`config.mk`:
```
export PLATFORM = sky130hd
export DESIGN_NAME = divsqrt_multi
export DESIGN_NICKNAME = d
export VERILOG_FILES = /design/src/hdl/divsqrt_pkg.sv /design/src/hdl/div_iter.sv /design/src/hdl/sqrt_iter.sv /design/src/hdl/divsqrt_ctrl.sv /design/src/hdl/divsqrt_multi.sv
export VERILOG_INCLUDE_DIRS = /design/src /design/src/hdl
export SDC_FILE = /design/constraint.sdc
export NUM_CORES = 1
export LEC_CHECK = 0
export ABC_AREA = 1
export BUFFER_PORTS_ARGS = -buffer_cell sky130_fd_sc_hd__buf_2
export CORE_MARGIN = 10
export CORE_UTILIZATION = 61
export DETAILED_ROUTE_END_ITERATION = 7
export GPL_ROUTABILITY_DRIVEN = 0
export PLACE_DENSITY = 0.9
export SLEW_MARGIN = 40
export SYNTH_ARGS = -nofsm -noshare
export SYNTH_HDL_FRONTEND = slang
export SYNTH_HIERARCHICAL = 1
export SYNTH_SLANG_ARGS = --single-unit
```
`constraint.sdc`:
```
create_clock -name clk_i -period 3.9 [get_ports clk_i]
set_input_delay 0.195 -clock clk_i [delete_from_list [all_inputs] [get_ports clk_i]]
set_output_delay 0.195 -clock clk_i [all_outputs]
set_load 0.005 [all_outputs]
```
`src/hdl/divsqrt_defines.svh`:
```
/*
 * Widths and iteration count shared by the divide/sqrt unit.
 * DS_ITERS must equal DS_RESW: one result bit per iteration.
 * DS_OPW must be exactly twice DS_RESW for the divider split.
 */
`ifndef DIVSQRT_DEFINES_SVH
`define DIVSQRT_DEFINES_SVH

// Operand word, holds both divider halves or the full radicand
`define DS_OPW 32

// Quotient and root width
`define DS_RESW 16

// Iterations per operation, one result bit each
`define DS_ITERS 16

// Request tag, returned untouched with the response
`define DS_TAGW 4

`endif

```
`src/hdl/divsqrt_pkg.sv`:
```
/*
 * Types for the multi-cycle divide/sqrt unit.
 * The operand word is a union: divider halves or one radicand.
 * Field order of the structs sets the packed bit layout.
 */
`include "divsqrt_defines.svh"

package divsqrt_pkg;

  // Operation select, one bit
  typedef enum logic {
    OP_DIV  = 1'b0,
    OP_SQRT = 1'b1
  } ds_op_e;

  // Divider view, dividend in the upper half
  typedef struct packed {
    logic [`DS_RESW-1:0] dividend;
    logic [`DS_RESW-1:0] divisor;
  } ds_div_ops_t;

  // Same word read two ways
  typedef union packed {
    ds_div_ops_t        div;
    logic [`DS_OPW-1:0] radicand;
  } ds_operand_u;

  // dz: divide by zero, nx: inexact
  typedef struct packed {
    logic dz;
    logic nx;
  } ds_status_t;

  typedef struct packed {
    ds_op_e              op;
    ds_operand_u         operand;
    logic [`DS_TAGW-1:0] tag;
  } ds_req_t;

  typedef struct packed {
    logic [`DS_RESW-1:0] result;
    ds_status_t          status;
    logic [`DS_TAGW-1:0] tag;
  } ds_rsp_t;

endpackage

```
`src/hdl/div_iter.sv`:
```
/*
 * Radix-2 restoring divider, unsigned, one quotient bit per cycle.
 * Result and done appear one cycle after the last iteration.
 * Zero divisor returns all ones with dz set. kill_i aborts.
 */
`timescale 1ns/1ns
`include "divsqrt_defines.svh"

module div_iter import divsqrt_pkg::*; (
  input  logic                clk_i,
  input  logic                arst_n_i,
  input  logic                start_i,
  input  logic                kill_i,
  input  ds_operand_u         operand_i,
  output logic                done_o,
  output logic [`DS_RESW-1:0] quot_o,
  output ds_status_t          status_o
);

  localparam int unsigned CntW = $clog2(`DS_ITERS);

  logic [CntW-1:0]     cnt_q;
  logic                run_q;
  logic                fin_q;
  logic                done_q;
  logic [`DS_RESW-1:0] rem_q;
  logic [`DS_RESW-1:0] dvd_q;
  logic [`DS_RESW-1:0] dsr_q;
  logic [`DS_RESW-1:0] quot_q;
  ds_status_t          status_q;
  logic [`DS_RESW:0]   shifted;
  logic [`DS_RESW+1:0] diff;
  logic                q_bit;
  logic                dz;

  // ------------------------------------------------------------------------
  // Trial subtraction
  // ------------------------------------------------------------------------
  // Next dividend bit enters the partial remainder
  assign shifted = {rem_q, dvd_q[`DS_RESW-1]};
  assign diff    = {1'b0, shifted} - {2'b00, dsr_q};
  // No borrow means the divisor fits
  assign q_bit   = ~diff[`DS_RESW+1];
  assign dz      = (dsr_q == '0);

  // Sequencing, fin marks the cycle after the last iteration
  always_ff @(posedge clk_i or negedge arst_n_i) begin
    if (!arst_n_i) begin
      cnt_q  <= '0;
      run_q  <= 1'b0;
      fin_q  <= 1'b0;
      done_q <= 1'b0;
    end else if (kill_i) begin
      cnt_q  <= '0;
      run_q  <= 1'b0;
      fin_q  <= 1'b0;
      done_q <= 1'b0;
    end else begin
      done_q <= fin_q;
      fin_q  <= 1'b0;
      if (start_i) begin
        cnt_q <= '0;
        run_q <= 1'b1;
      end else if (run_q) begin
        cnt_q <= cnt_q + 1'b1;
        if (cnt_q == CntW'(`DS_ITERS - 1)) begin
          run_q <= 1'b0;
          fin_q <= 1'b1;
        end
      end
    end
  end

  // Datapath, quotient bits shift in where dividend bits leave
  always_ff @(posedge clk_i) begin
    if (start_i) begin
      rem_q <= '0;
      dvd_q <= operand_i.div.dividend;
      dsr_q <= operand_i.div.divisor;
    end else if (run_q) begin
      rem_q <= q_bit ? diff[`DS_RESW-1:0] : shifted[`DS_RESW-1:0];
      dvd_q <= {dvd_q[`DS_RESW-2:0], q_bit};
    end
    if (fin_q) begin
      quot_q      <= dz ? '1 : dvd_q;
      status_q.dz <= dz;
      status_q.nx <= ~dz & (|rem_q);
    end
  end

  assign done_o   = done_q;
  assign quot_o   = quot_q;
  assign status_o = status_q;

endmodule

```
`src/hdl/sqrt_iter.sv`:
```
/*
 * Restoring digit-by-digit square root, floor of a 32-bit radicand.
 * Two radicand bits per cycle, result one cycle after the last step.
 * dz is never set; nx flags a nonzero remainder. kill_i aborts.
 */
`timescale 1ns/1ns
`include "divsqrt_defines.svh"

module sqrt_iter import divsqrt_pkg::*; (
  input  logic                clk_i,
  input  logic                arst_n_i,
  input  logic                start_i,
  input  logic                kill_i,
  input  ds_operand_u         operand_i,
  output logic                done_o,
  output logic [`DS_RESW-1:0] root_o,
  output ds_status_t          status_o
);

  localparam int unsigned CntW = $clog2(`DS_ITERS);

  logic [CntW-1:0]     cnt_q;
  logic                run_q;
  logic                fin_q;
  logic                done_q;
  logic [`DS_OPW-1:0]  rad_q;
  logic [`DS_RESW-1:0] root_q;
  logic [`DS_RESW+1:0] rem_q;
  logic [`DS_RESW-1:0] res_q;
  ds_status_t          status_q;
  logic [`DS_RESW+3:0] rem_sh;
  logic [`DS_RESW+3:0] trial;
  logic [`DS_RESW+3:0] diff;
  logic                ge;

  // ------------------------------------------------------------------------
  // Trial subtraction of 4*root + 1
  // ------------------------------------------------------------------------
  // Remainder stays below 2*root + 1, so 18 bits suffice
  assign rem_sh = {rem_q, rad_q[`DS_OPW-1 -: 2]};
  assign trial  = {2'b00, root_q, 2'b01};
  assign diff   = rem_sh - trial;
  assign ge     = (rem_sh >= trial);

  // Sequencing, same step count as the divider
  always_ff @(posedge clk_i or negedge arst_n_i) begin
    if (!arst_n_i) begin
      cnt_q  <= '0;
      run_q  <= 1'b0;
      fin_q  <= 1'b0;
      done_q <= 1'b0;
    end else if (kill_i) begin
      cnt_q  <= '0;
      run_q  <= 1'b0;
      fin_q  <= 1'b0;
      done_q <= 1'b0;
    end else begin
      done_q <= fin_q;
      fin_q  <= 1'b0;
      if (start_i) begin
        cnt_q <= '0;
        run_q <= 1'b1;
      end else if (run_q) begin
        cnt_q <= cnt_q + 1'b1;
        if (cnt_q == CntW'(`DS_ITERS - 1)) begin
          run_q <= 1'b0;
          fin_q <= 1'b1;
        end
      end
    end
  end

  // Datapath, radicand consumed from the top two bits at a time
  always_ff @(posedge clk_i) begin
    if (start_i) begin
      rad_q  <= operand_i.radicand;
      root_q <= '0;
      rem_q  <= '0;
    end else if (run_q) begin
      rad_q  <= {rad_q[`DS_OPW-3:0], 2'b00};
      root_q <= {root_q[`DS_RESW-2:0], ge};
      rem_q  <= ge ? diff[`DS_RESW+1:0] : rem_sh[`DS_RESW+1:0];
    end
    if (fin_q) begin
      res_q       <= root_q;
      status_q.dz <= 1'b0;
      status_q.nx <= |rem_q;
    end
  end

  assign done_o   = done_q;
  assign root_o   = res_q;
  assign status_o = status_q;

endmodule

```
`src/hdl/divsqrt_ctrl.sv`:
```
/*
 * IDLE/BUSY/HOLD control for the divide/sqrt engines.
 * One request in flight; a new one may enter in the consume cycle.
 * flush_i drops any result and aborts the running engine.
 */
`timescale 1ns/1ns
`include "divsqrt_defines.svh"

module divsqrt_ctrl import divsqrt_pkg::*; (
  input  logic                clk_i,
  input  logic                arst_n_i,
  input  ds_req_t             req_i,
  input  logic                in_valid_i,
  output logic                in_ready_o,
  input  logic                flush_i,
  output logic                div_start_o,
  output logic                sqrt_start_o,
  output logic                kill_o,
  output ds_operand_u         operand_o,
  input  logic                div_done_i,
  input  logic [`DS_RESW-1:0] div_quot_i,
  input  ds_status_t          div_status_i,
  input  logic                sqrt_done_i,
  input  logic [`DS_RESW-1:0] sqrt_root_i,
  input  ds_status_t          sqrt_status_i,
  output ds_rsp_t             rsp_o,
  output logic                out_valid_o,
  input  logic                out_ready_i,
  output logic                busy_o
);

  typedef enum logic [1:0] {IDLE, BUSY, HOLD} fsm_state_e;

  fsm_state_e          state_q, state_d;
  logic                in_ready;
  logic                accept;
  logic                unit_done;
  logic                out_valid;
  logic                hold_result;
  logic                data_is_held;
  logic                unit_busy;
  ds_op_e              op_q;
  logic [`DS_TAGW-1:0] tag_q;
  logic [`DS_RESW-1:0] unit_result, held_result_q, result_d;
  ds_status_t          unit_status, held_status_q, status_d;

  // ------------------------------------------------------------------------
  // Engine start and result select
  // ------------------------------------------------------------------------
  // in_ready is already low under flush
  assign accept       = in_valid_i & in_ready;
  assign div_start_o  = accept & (req_i.op == OP_DIV);
  assign sqrt_start_o = accept & (req_i.op == OP_SQRT);
  assign operand_o    = req_i.operand;
  assign kill_o       = flush_i;

  // Registered op picks the engine that owns the result
  assign unit_done   = (op_q == OP_DIV) ? div_done_i : sqrt_done_i;
  assign unit_result = (op_q == OP_DIV) ? div_quot_i : sqrt_root_i;
  assign unit_status = (op_q == OP_DIV) ? div_status_i : sqrt_status_i;

  always_comb begin : ctrl_fsm
    in_ready     = 1'b0;
    out_valid    = 1'b0;
    hold_result  = 1'b0;
    data_is_held = 1'b0;
    unit_busy    = 1'b0;
    state_d      = state_q;
    unique case (state_q)
      IDLE: begin
        in_ready = 1'b1;
        if (in_valid_i) begin
          state_d = BUSY;
        end
      end
      BUSY: begin
        unit_busy = 1'b1;
        if (unit_done) begin
          out_valid = 1'b1;
          if (out_ready_i) begin
            // Consumed at once, next request may enter now
            state_d  = in_valid_i ? BUSY : IDLE;
            in_ready = 1'b1;
          end else begin
            hold_result = 1'b1;
            state_d     = HOLD;
          end
        end
      end
      HOLD: begin
        unit_busy    = 1'b1;
        data_is_held = 1'b1;
        out_valid    = 1'b1;
        if (out_ready_i) begin
          state_d  = in_valid_i ? BUSY : IDLE;
          in_ready = 1'b1;
        end
      end
      default: state_d = IDLE;
    endcase
    // Flush wins over everything above
    if (flush_i) begin
      in_ready  = 1'b0;
      out_valid = 1'b0;
      unit_busy = 1'b0;
      state_d   = IDLE;
    end
  end

  always_ff @(posedge clk_i or negedge arst_n_i) begin
    if (!arst_n_i) begin
      state_q <= IDLE;
      op_q    <= OP_DIV;
    end else begin
      state_q <= state_d;
      if (accept) begin
        op_q <= req_i.op;
      end
    end
  end

  // Tag and hold register, loaded on accept and on stall
  always_ff @(posedge clk_i) begin
    if (accept) begin
      tag_q <= req_i.tag;
    end
    if (hold_result) begin
      held_result_q <= unit_result;
      held_status_q <= unit_status;
    end
  end

  // Held data has priority
  assign result_d = data_is_held ? held_result_q : unit_result;
  assign status_d = data_is_held ? held_status_q : unit_status;

  assign rsp_o.result = result_d;
  assign rsp_o.status = status_d;
  assign rsp_o.tag    = tag_q;
  assign in_ready_o   = in_ready;
  assign out_valid_o  = out_valid;
  assign busy_o       = unit_busy;

endmodule

```
`src/hdl/divsqrt_multi.sv`:
```
/*
 * Multi-cycle unsigned divide and square root, valid/ready on both sides.
 * Fixed latency: out_valid_o rises 17 cycles after the accepting edge.
 * No pipeline registers; only one request is in flight at a time.
 */
`timescale 1ns/1ns
`include "divsqrt_defines.svh"

module divsqrt_multi import divsqrt_pkg::*; (
  input  logic    clk_i,
  input  logic    arst_n_i,
  input  ds_req_t req_i,
  input  logic    in_valid_i,
  output logic    in_ready_o,
  input  logic    flush_i,
  output ds_rsp_t rsp_o,
  output logic    out_valid_o,
  input  logic    out_ready_i,
  output logic    busy_o
);

  // Engine side wires
  logic                div_start, sqrt_start, kill;
  ds_operand_u         operand;
  logic                div_done, sqrt_done;
  logic [`DS_RESW-1:0] div_quot, sqrt_root;
  ds_status_t          div_status, sqrt_status;

  // ------------------------------------------------------------------------
  // Control, owns both handshakes
  // ------------------------------------------------------------------------
  divsqrt_ctrl ctrl_inst (
    .clk_i         (clk_i),
    .arst_n_i      (arst_n_i),
    .req_i         (req_i),
    .in_valid_i    (in_valid_i),
    .in_ready_o    (in_ready_o),
    .flush_i       (flush_i),
    .div_start_o   (div_start),
    .sqrt_start_o  (sqrt_start),
    .kill_o        (kill),
    .operand_o     (operand),
    .div_done_i    (div_done),
    .div_quot_i    (div_quot),
    .div_status_i  (div_status),
    .sqrt_done_i   (sqrt_done),
    .sqrt_root_i   (sqrt_root),
    .sqrt_status_i (sqrt_status),
    .rsp_o         (rsp_o),
    .out_valid_o   (out_valid_o),
    .out_ready_i   (out_ready_i),
    .busy_o        (busy_o)
  );

  // Engines side by side, both see the same operand word
  div_iter div_inst (
    .clk_i     (clk_i),
    .arst_n_i  (arst_n_i),
    .start_i   (div_start),
    .kill_i    (kill),
    .operand_i (operand),
    .done_o    (div_done),
    .quot_o    (div_quot),
    .status_o  (div_status)
  );

  sqrt_iter sqrt_inst (
    .clk_i     (clk_i),
    .arst_n_i  (arst_n_i),
    .start_i   (sqrt_start),
    .kill_i    (kill),
    .operand_i (operand),
    .done_o    (sqrt_done),
    .root_o    (sqrt_root),
    .status_o  (sqrt_status)
  );

endmodule

```
==> impl_metrics.tcl, run 1 <==
set metrics [dict create \
    seqPwrFrac_pct 31.0 \
    gr-usage-all-layers_pct 22.9 \
    drcViolationCount 0 \
    fp-row-count 47 \
    antenna_cells 0 \
    die_w_um 151 \
    drv_cap 0 \
    hold_class "primary input to flip-flop" \
    finalCritPeriodShare_pct 79.3 \
    critPathKind "flip-flop to flip-flop" \
    worstSetupEndpointType "flip-flop" \
    cts.reportedPaths.clkPinSlew_ns 0.07 \
    ys_ff_latch 188 \
    critPathMaxStageDelay_ns 0.61 \
    tightest_slew_ns 0.807 \
    clock_path_buffers 2 \
    dieArea_um2 22800 \
    final.min_clock_period_ns 3.09 \
    synth_flop_cell "edfxtp_1" \
    cts_buffers 17 \
    critPathBufInv 3 \
    whs_ns 0.0771 \
    synth_seq_area_share_pct 48.4 \
    worstPathCellList "buf_4 -> inv_2 -> nand2_2 -> nand2_2 -> nand3_2 -> nand3_2 -> nand3_2 -> nor2_4 -> nor2_1 -> inv_1 -> nor2_1 -> nand2_1 -> o21ai_0" \
    synth.most_common_cell "nand2_1" \
    cts_resized 0 \
    path_max_fanout 22 \
    core_um2 16700 \
    drt-initial-drc-count 1356 \
    synthCells 1271 \
    synth_top_area_share_pct 34.7 \
    power_density_nw_per_um2 769 \
    wl_per_cell_um 16.7 \
    p_clk_share_pct 20.4 \
    tns_ns 0 \
    root_buffer "clkbuf_16" \
    p_int_mw 4.95 \
    hpwl_mm 18.3 \
    sw_frac_of_total_pct 43.8 \
    maxSlewViolCount 0 \
    status "completed" \
    die_h_um 151 \
    ios 67 \
    slowest_stage "nor2_1" \
    vias 8873 \
    syn_to_final_growth_pct 9.54 \
    nNetsFinal 1397 \
    hold_viol_final 0 \
    cp-start-kind "flip-flop" \
    grt_max_degree 50 \
    grt_pass1_vias 8265 \
    grt_pass1_wl_mm 41.5 \
    combPwrFrac_pct 48.6 \
    ir_drop_mv 0.895 \
    synth_cell_types 47 \
    clock_sinks 188 \
    synth_commonest_cells "nand2_1 (431), inv_1 (170), edfxtp_1 (121), nor2_1 (73), nand3_1 (69)" \
    cts_max_level 4 \
    finalClockSkew_ns 0.0114 \
    dr.pass1.iters 8 \
    cp.arrival_ns 3.44 \
    fmax_ghz 0.323 \
    rsz0062_at_grt "no" \
    cts_tree "yes" \
    yosys.area.top_type "edfxtp_1" \
    power_mw 8.82 \
    regToRegStartpoint "ctrl_inst/op_q" \
    vias_per_cell 5.74 \
    synth.avg_cell_area_um2 8.23 \
    async_flop_share_pct 9.04 \
    port_buffers 66 \
    synth_warnings 6 \
    synth_edf_count 121 \
    clkLatencyLatePin_ns 0.43 \
    nFillCells 1240 \
    syn_nets 1354 \
    layout-drive-gt1-share_pct 11.5 \
    drt_wl_total_mm 25.8 \
    reg2reg_slack_ns 0.81 \
    critical_path.startpoint "ctrl_inst/op_q" \
    netlist_area_um2 10500 \
    switching_power_mw 3.87 \
    cp_common_cell "nand3_2" \
    cp_top_family "simple AND/OR/NAND/NOR gates" \
    initial_core_util_pct 62.7 \
    required_ns 4.24 \
    grt-ovfl-total 0 \
    slew_headroom_pct 46.0 \
    ant_nets 0 \
    grt_antenna_before_repair 0 \
    ys_top_cells_by_area "edfxtp_1 (35%), nand2_1 (15%), dfxtp_1 (9.6%), inv_1 (6.1%), ha_1 (4.8%)" \
    min-delay-start "req_i[26]" \
    setup_violations 0 \
    total_leakage_power_nw 5.43 \
]
[cells in the final DEF, fill, tap and decap left out, drive strengths merged, types with 6 or more instances in the layout]
cell         instances
dfrtp               17
nor4                11
edfxtp             121
dlygate4sd3         21
dfxtp               50
nand3b              11
xnor2               10
nand3               80
o22ai               17
buf                 72
nand4               30
o21ai               35
inv                181
nand2              445
a21oi               33
clkbuf              18
clkinv               6
a31oi               19
xor2                 9
nor2                78
nor3                 7
ha                  40
[final cells by class]
cell class                 instances  area (µm²)  share of cell area, %
clock buffer                      18         429                   3.74
clock inverter                    14         183                   1.59
inverter                         177         666                   5.81
multi-input combinational        837        4260                   37.2
sequential                       188        5060                   44.1
tap                              220         275                   2.40
timing repair buffer              93         586                   5.11
[worst reg2reg max path, cell delays in order, from the launching register on]
cell,delay [ns]
dfrtp_1,0.35
buf_4,0.24
inv_2,0.18
nand2_2,0.11
nand2_2,0.06
nand3_2,0.06
nand3_2,0.09
nand3_2,0.12
nor2_4,0.04
nor2_1,0.61
inv_1,0.61
nor2_1,0.37
nand2_1,0.10
o21ai_0,0.08
[repair_timing]
item                                    4_1_cts  5_1_grt
buffers inserted                              0        0
hold buffers                                 21        0
hold endpoints to repair                     37        0
endpoints found under the setup margin        0        0
[power by group through the flow]
stage	clock network (mW)	logic [mW]	registers (mW)
after CTS	1.81	4.18	2.72
after global placement	0	3.97	2.75
final	1.79	4.29	2.73
after floorplan	0	3.36	2.68
after detailed placement	0	4.12	2.76
after global routing	1.89	4.78	2.76
[cells by family after synthesis]
| logic type | Yosys count | synth area share, % |
|---|---|---|
| buffers and inverters | 246 | 11.0 |
| AOI/OAI and AO/OA | 109 | 6.12 |
| xor gates and xnor gates | 19 | 1.59 |
| DFF | 188 | 48.4 |
| and+or+nand+nor | 667 | 27.9 |
| adders and majority gates | 41 | 4.97 |
| other | 1 | 0.0358 |
[worst paths after layout]
| check | end | cells after the start |
|---|---|---|
| worst max-delay path | div_inst/cnt_q[2] | 13 |
| worst min-delay path | sqrt_inst/rad_q[22] | 3 |
| worst max register to register | div_inst/cnt_q[2] | 13 |
| worst min register to register | sqrt_inst/root_o[0] | 0 |
| max in group asynchronous | div_inst/cnt_q[0] | 2 |
| min in group asynchronous | ctrl_inst/state_q[1] | 2 |
[flip-flops by register name, indices dropped and copies added (netlist names), 2 cells and up]
register	cells
div_inst/status_o	2
ctrl_inst/state_q	2
sqrt_inst/rad_q	32
div_inst/rem_q	16
div_inst/dsr_q	16
sqrt_inst/root_q	16
sqrt_inst/cnt_q	4
sqrt_inst/root_o	16
sqrt_inst/rem_q	18
div_inst/quot_o	16
ctrl_inst/held_status_q	2
ctrl_inst/held_result_q	16
ctrl_inst/tag_q	4
div_inst/dvd_q	16
div_inst/cnt_q	4
[per-layer routing]
layer	share of wire, %	up-vias	track usage (%)
met1	41	4093	29.8
met4	2.7	0	8.76
met2	48	516	37.0
met3	8.5	75	4.47
li1	-	4189	-
met5	0	-	0
[stage by stage]
step | setup slack (ns) | util, % | instance area (µm²) | cells
floorplan | 1.00 | - | 10500 | 1271
global placement | 0.829 | 63.7 | 10600 | 1494
detailed placement | 0.889 | 63.7 | 10600 | 1494
CTS | 0.868 | 68.6 | 11500 | 1547
global route | 0.508 | 68.6 | 11500 | 1547
finish | 0.805 | 68.6 | 11500 | 1547
No activity file was read; power rests on OpenSTA's default activity.
==> run 2: changes to the inputs <==
Clock period 3.9 ns to 3.1 ns, I/O delays scaled along.
==> run 2 against run 1 <==
Against the previous run:
- sequential share of layout area decreased by 0.20 points
- first-iteration DRC count decreased by 0.44%
- final cell count increased by 0.32%
- clock-buffer cell count increased by 1
- sequential cell count unchanged
- clock skew increased by 0.0033 ns
- die area unchanged
- final area increased by 0.46%
- via count decreased by 0.51%
- register-to-register slack got worse by 0.35 ns
- combinational power increased by 27%
- global-route usage decreased by 0.15 points
- critical path type unchanged
- critical endpoint unchanged
==> impl_metrics.tcl, run 2 (synthesis gave the netlist of run 1 again) <==
set metrics [dict create \
    regToRegStartpoint "ctrl_inst/state_q[1]" \
    syn_to_final_growth_pct 10.0 \
    largest_register_ffs 32 \
    tightest_slew_ns 0.807 \
    setup_violations 0 \
    rsz0062_at_grt "no" \
    die_w_um 151 \
    port_buffers 66 \
    hpwl_mm 18.2 \
    critPathKind "flip-flop to flip-flop" \
    core_um2 16700 \
    pre_cts_ws_ns 0.346 \
    finalCritPeriodShare_pct 85.3 \
    slew_headroom_pct 46.2 \
    dpl_cell_area_um2 10700 \
    combPwrFrac_pct 48.8 \
    dieArea_um2 22800 \
    drt_wl_total_mm 26.1 \
    grt_max_degree 50 \
    switching_power_mw 4.97 \
    drt-initial-drc-count 1350 \
    ant_nets 0 \
    grt_antenna_before_repair 0 \
    ir_drop_mv 0.781 \
    busiest_layer "met2" \
    layout-drive-gt1-share_pct 11.9 \
    maxSlewViolCount 0 \
    sw_frac_of_total_pct 44.6 \
    dr.pass1.iters 7 \
    final_common_cell "nand2_1" \
    power_density_nw_per_um2 968 \
    clkLatencyLatePin_ns 0.44 \
    cts_tree "yes" \
    initial_core_util_pct 62.7 \
    rr_endpoint "div_inst/cnt_q[2]" \
    grt_pass1_wl_mm 41.2 \
    multi_input_area_um2 4270 \
    root_buffer "clkbuf_16" \
    grt_use_met2_pct 38.0 \
    cts.reportedPaths.clkPinSlew_ns 0.07 \
    holdPathStages 3 \
    final_cell_mix "nand2_1 (431), inv_1 (169), edfxtp_1 (121)" \
    wl_per_cell_um 16.8 \
    reg.largest.list "sqrt_inst/rad_q: 32 flops, sqrt_inst/rem_q: 18 flops" \
    die_h_um 151 \
    final.min_clock_period_ns 2.65 \
    cp-start-kind "flip-flop" \
    cts_setup_buffers 0 \
    clock_sinks 188 \
    cts_buffers 17 \
    largest_register "sqrt_inst/rad_q" \
    hold_viol_final 0 \
    grt-ovfl-total 0 \
    fp-row-count 47 \
    min-delay-start "req_i[26]" \
    antenna_cells 0 \
    vias_per_cell 5.69 \
    p_int_mw 6.17 \
    required_ns 3.45 \
    gr-usage-met3_pct 4.56 \
    nNetsFinal 1402 \
    vias 8828 \
    status "completed" \
    finalClockSkew_ns 0.0147 \
    grt_pass1_vias 8395 \
    reg2reg_slack_ns 0.45 \
    path_max_fanout 13 \
    timing.final.ws_setup_ns 0.455 \
    gr-usage-all-layers_pct 22.7 \
    p_clk_share_pct 20.1 \
    clock_path_buffers 2 \
    worstSetupEndpointType "flip-flop" \
    seqPwrFrac_pct 31.1 \
    fmax_ghz 0.378 \
    seq_area_um2 5060 \
    fin_util_pct 68.9 \
    tns_ns 0 \
    hold_end "sqrt_inst/rad_q[22]" \
    hold_class "primary input to flip-flop" \
    reg2reg_depth 11 \
    ios 67 \
    cp.arrival_ns 2.99 \
    cts_max_level 4 \
    drcViolationCount 0 \
    fin_area_um2 11500 \
    drv_cap 0 \
    use_met1_pct 28.4 \
    total_leakage_power_nw 5.44 \
    nFillCells 1217 \
]
[run 2: cell count changes in the layout (fill, tap and decap cells not counted), moves of 2 or more]
| cell | delta |
|---|---|
| buf_4 | +3 |
| bufinv_16 | -2 |
| clkinvlp_4 | +2 |
| clkinv_2 | -2 |
[run 2: worst max-delay path: stages (launching register included)]
cell	delay, ns
dfrtp_1	0.41
inv_1	0.09
ha_1	0.25
nand3_2	0.10
nand3_2	0.10
nand3_2	0.12
nor2_4	0.04
nor2_2	0.54
clkinvlp_4	0.47
nor2_1	0.26
nand2_1	0.08
o21ai_0	0.09
[run 2: per-layer routing]
metal	routed length, µm	vias to the layer above
li1	-	4201
met1	10300	4023
met2	12500	521
met3	2420	83
met4	825	0
met5	0	-
[run 2: metrics by stage]
| stage | std cells | hold slack [ns] | power (mW) |
|---|---|---|---|
| floorplan | 1271 | -0.141 | 7.60 |
| CTS | 1551 | 0.0169 | 11.0 |
| detailed placement | 1498 | 0.0978 | 8.68 |
| global placement | 1498 | 0.0965 | 8.50 |
| global route | 1552 | 0.0343 | 11.9 |
| finish | 1552 | 0.0287 | 11.1 |
[run 2: final cells by class]
cell class                      count  share of cell area, %
Multi-Input combinational cell    837                   37.1
Clock buffer                       19                   4.03
Inverter                          177                   5.80
Clock inverter                     13                   1.26
Timing Repair Buffer               97                   5.45
Sequential cell                   188                   43.9
Tap cell                          220                   2.39
Timing Repair inverter              1                 0.0652
[run 2: worst max path at each step]
stage / depth (start not counted) / slack (ns) / endpoint / from
final: 11 / 0.45 / div_inst/cnt_q[2] / ctrl_inst/state_q[1]
after global routing: 11 / 0.20 / div_inst/cnt_q[0] / ctrl_inst/state_q[1]
after CTS: 11 / 0.30 / div_inst/cnt_q[0] / ctrl_inst/state_q[1]
after detailed placement: 11 / 0.35 / div_inst/cnt_q[2] / ctrl_inst/state_q[1]
after global placement: 11 / 0.52 / div_inst/cnt_q[2] / ctrl_inst/state_q[1]
after floorplan: 8 / 0.20 / sqrt_inst/rad_q[0] / ctrl_inst/state_q[0]
[run 2: what timing repair did]
item,CTS,global route
gates resized for setup,0,3
hold endpoints to repair,37,0
hold buffers,21,0
endpoints found under the setup margin,0,3
[run 2: power by group through the flow]
stage	registers (mW)	logic [mW]	clock network, mW
after global placement	3.48	5.02	0
after global routing	3.49	6.05	2.34
after detailed placement	3.49	5.20	0
final	3.47	5.44	2.24
after CTS	3.44	5.31	2.24
after floorplan	3.37	4.23	0
==> run 3: changes to the inputs <==
Settings changed: REMOVE_ABC_BUFFERS set to 1.
==> run 3 against run 2 <==
Against the previous run:
- worst setup slack got worse by 0.20 ns
- power decreased by 0.71%
- via count increased by 0.24%
- global-route usage increased by 1.7 points
- combinational power about the same
- sequential cell count unchanged
- core utilization decreased by 0.16 points
- clock power decreased by 4%
- largest power group unchanged
- highest routed layer unchanged
==> impl_metrics.tcl, run 3 (synthesis gave the netlist of run 1 again) <==
set metrics [dict create \
    status "completed" \
    largest_register "sqrt_inst/rad_q" \
    die_w_um 151 \
    antenna_cells 0 \
    use_met1_pct 29.9 \
    final_common_cell "nand2_1" \
    ant_nets 0 \
    hpwl_mm 18.4 \
    largest_register_ffs 32 \
    root_buffer "clkbuf_16" \
    grt_antenna_before_repair 0 \
    placed_cells 1500 \
    grt_pass1_vias 8665 \
    clock_sinks 188 \
    ios 67 \
    dieArea_um2 22800 \
    core_um2 16700 \
    wl_per_cell_um 17.5 \
    cts.reportedPaths.clkPinSlew_ns 0.07 \
    grt_use_met2_pct 39.3 \
    cp-start-kind "flip-flop" \
    vias 8849 \
    gr-usage-all-layers_pct 24.4 \
    maxSlewViolCount 0 \
    final_cell_mix "nand2_1 (431), inv_1 (169), edfxtp_1 (121)" \
    path_max_fanout 42 \
    hold_class "primary input to flip-flop" \
    fmax_ghz 0.351 \
    clkLatencyLatePin_ns 0.45 \
    ir_drop_mv 0.898 \
    power_density_nw_per_um2 963 \
    final.min_clock_period_ns 2.85 \
    reg2reg_slack_ns 0.25 \
    rsz0062_at_grt "no" \
    vias_per_cell 5.69 \
    setup_violations 0 \
    fin_area_um2 11500 \
    critPathKind "flip-flop to flip-flop" \
    dr.pass1.iters 7 \
    syn_to_final_growth_pct 9.79 \
    finalCritPeriodShare_pct 91.8 \
    busiest_layer "met2" \
    hold_viol_final 0 \
    reg.largest.list "sqrt_inst/rad_q: 32 flops, sqrt_inst/rem_q: 18 flops" \
    final_cells 1555 \
    grt_max_degree 50 \
    tightest_slew_ns 0.737 \
    cts_setup_buffers 0 \
    port_buffers 66 \
    nNetsFinal 1405 \
    slew_headroom_pct 50.9 \
    grt_pass1_wl_mm 43.9 \
    drt_wl_total_mm 27.2 \
    initial_core_util_pct 62.7 \
    worstSetupEndpointType "flip-flop" \
    drt-initial-drc-count 1171 \
    cts_max_level 4 \
    cp.arrival_ns 3.15 \
    total_leakage_power_nw 5.43 \
    cts_buffers 17 \
    finalClockSkew_ns 0.0207 \
    required_ns 3.40 \
    grt-ovfl-total 0 \
    drcViolationCount 0 \
    layout-drive-gt1-share_pct 12.0 \
    drv_cap 0 \
    dpl_cell_area_um2 10700 \
    fp-row-count 47 \
    die_h_um 151 \
    clock_path_buffers 2 \
    cts_tree "yes" \
    gr-usage-met3_pct 5.52 \
]
==> run 3: cell count changes in the layout (fill, tap and decap cells not counted), sizes merged <==
cell / change
clkbuf: -2
clkinv: +3
clkinvlp: -1
inv: +1
bufinv: -1
buf: +2
dlygate4sd3: +1
==> run 3: worst max-delay path, cell delays in order, from the launching register on <==
cell      delay (ns)
dfrtp_1         0.64
nand2_1         0.15
nand2_2         0.11
nand3_2         0.07
nand3_2         0.10
nand4_1         0.16
inv_1           0.15
buf_4           0.44
clkinv_1        0.20
buf_4           0.28
nand2_1         0.13
nor2_1          0.07
nand2_1         0.06
o21ai_0         0.11
==> run 3: worst paths after layout <==
check                                     start                   end  depth (start not counted)
max in group asynchronous              arst_n_i        div_inst/fin_q                          2
max reg2reg                      ctrl_inst/op_q    sqrt_inst/cnt_q[1]                         13
min in group asynchronous              arst_n_i    sqrt_inst/cnt_q[1]                          2
max                              ctrl_inst/op_q    sqrt_inst/cnt_q[1]                         13
min reg2reg                sqrt_inst/root_q[10]  sqrt_inst/root_o[10]                          0
min                                   req_i[27]   sqrt_inst/rad_q[23]                          3
==> run 3: layout make-up <==
cell class                      count  area (µm²)
Tap cell                          220         275
Fill cell                        1219        5210
Timing Repair Buffer              100         641
Multi-Input combinational cell    837        4270
Sequential cell                   188        5060
Clock inverter                     15         146
Inverter                          177         668
Timing Repair inverter              1        5.00
Clock buffer                       17         425
==> run 3: per-layer routing <==
| metal | part of all wire (%) | up-vias |
|---|---|---|
| met5 | 0 | - |
| met4 | 5.0 | 0 |
| met3 | 8.0 | 106 |
| met2 | 47 | 486 |
| met1 | 40 | 4054 |
| li1 | - | 4203 |
==> run 3: timing repair <==
item / in CTS / in global routing
endpoints found under the setup margin: 0 / 3
resized for setup: 0 / 2
endpoints found under the hold margin: 38 / 1
hold buffers: 21 / 1
==> run 3: per-stage QoR <==
step	power [mW]	hold WS, ns	TNS (ns)	setup slack (ns)	utilization (%)
floorplan	7.35	-0.141	-57.04	-1.13	-
detailed placement	8.71	0.0964	0	0.164	64.0
CTS	10.9	0.000452	0	0.0977	68.7
global route	11.9	0.0155	0	0.0314	68.8
global placement	8.52	0.0963	0	0.388	64.0
finish	11.1	0.0144	0	0.253	68.8
==> run 3: power by group <==
part	leakage [nW]	total [mW]	switching, mW	internal [mW]
combinational	3.40	5.46	3.63	1.83
clock	0.285	2.14	1.07	1.07
sequential	1.75	3.46	0.331	3.13
total	5.43	11.1	5.03	6.03
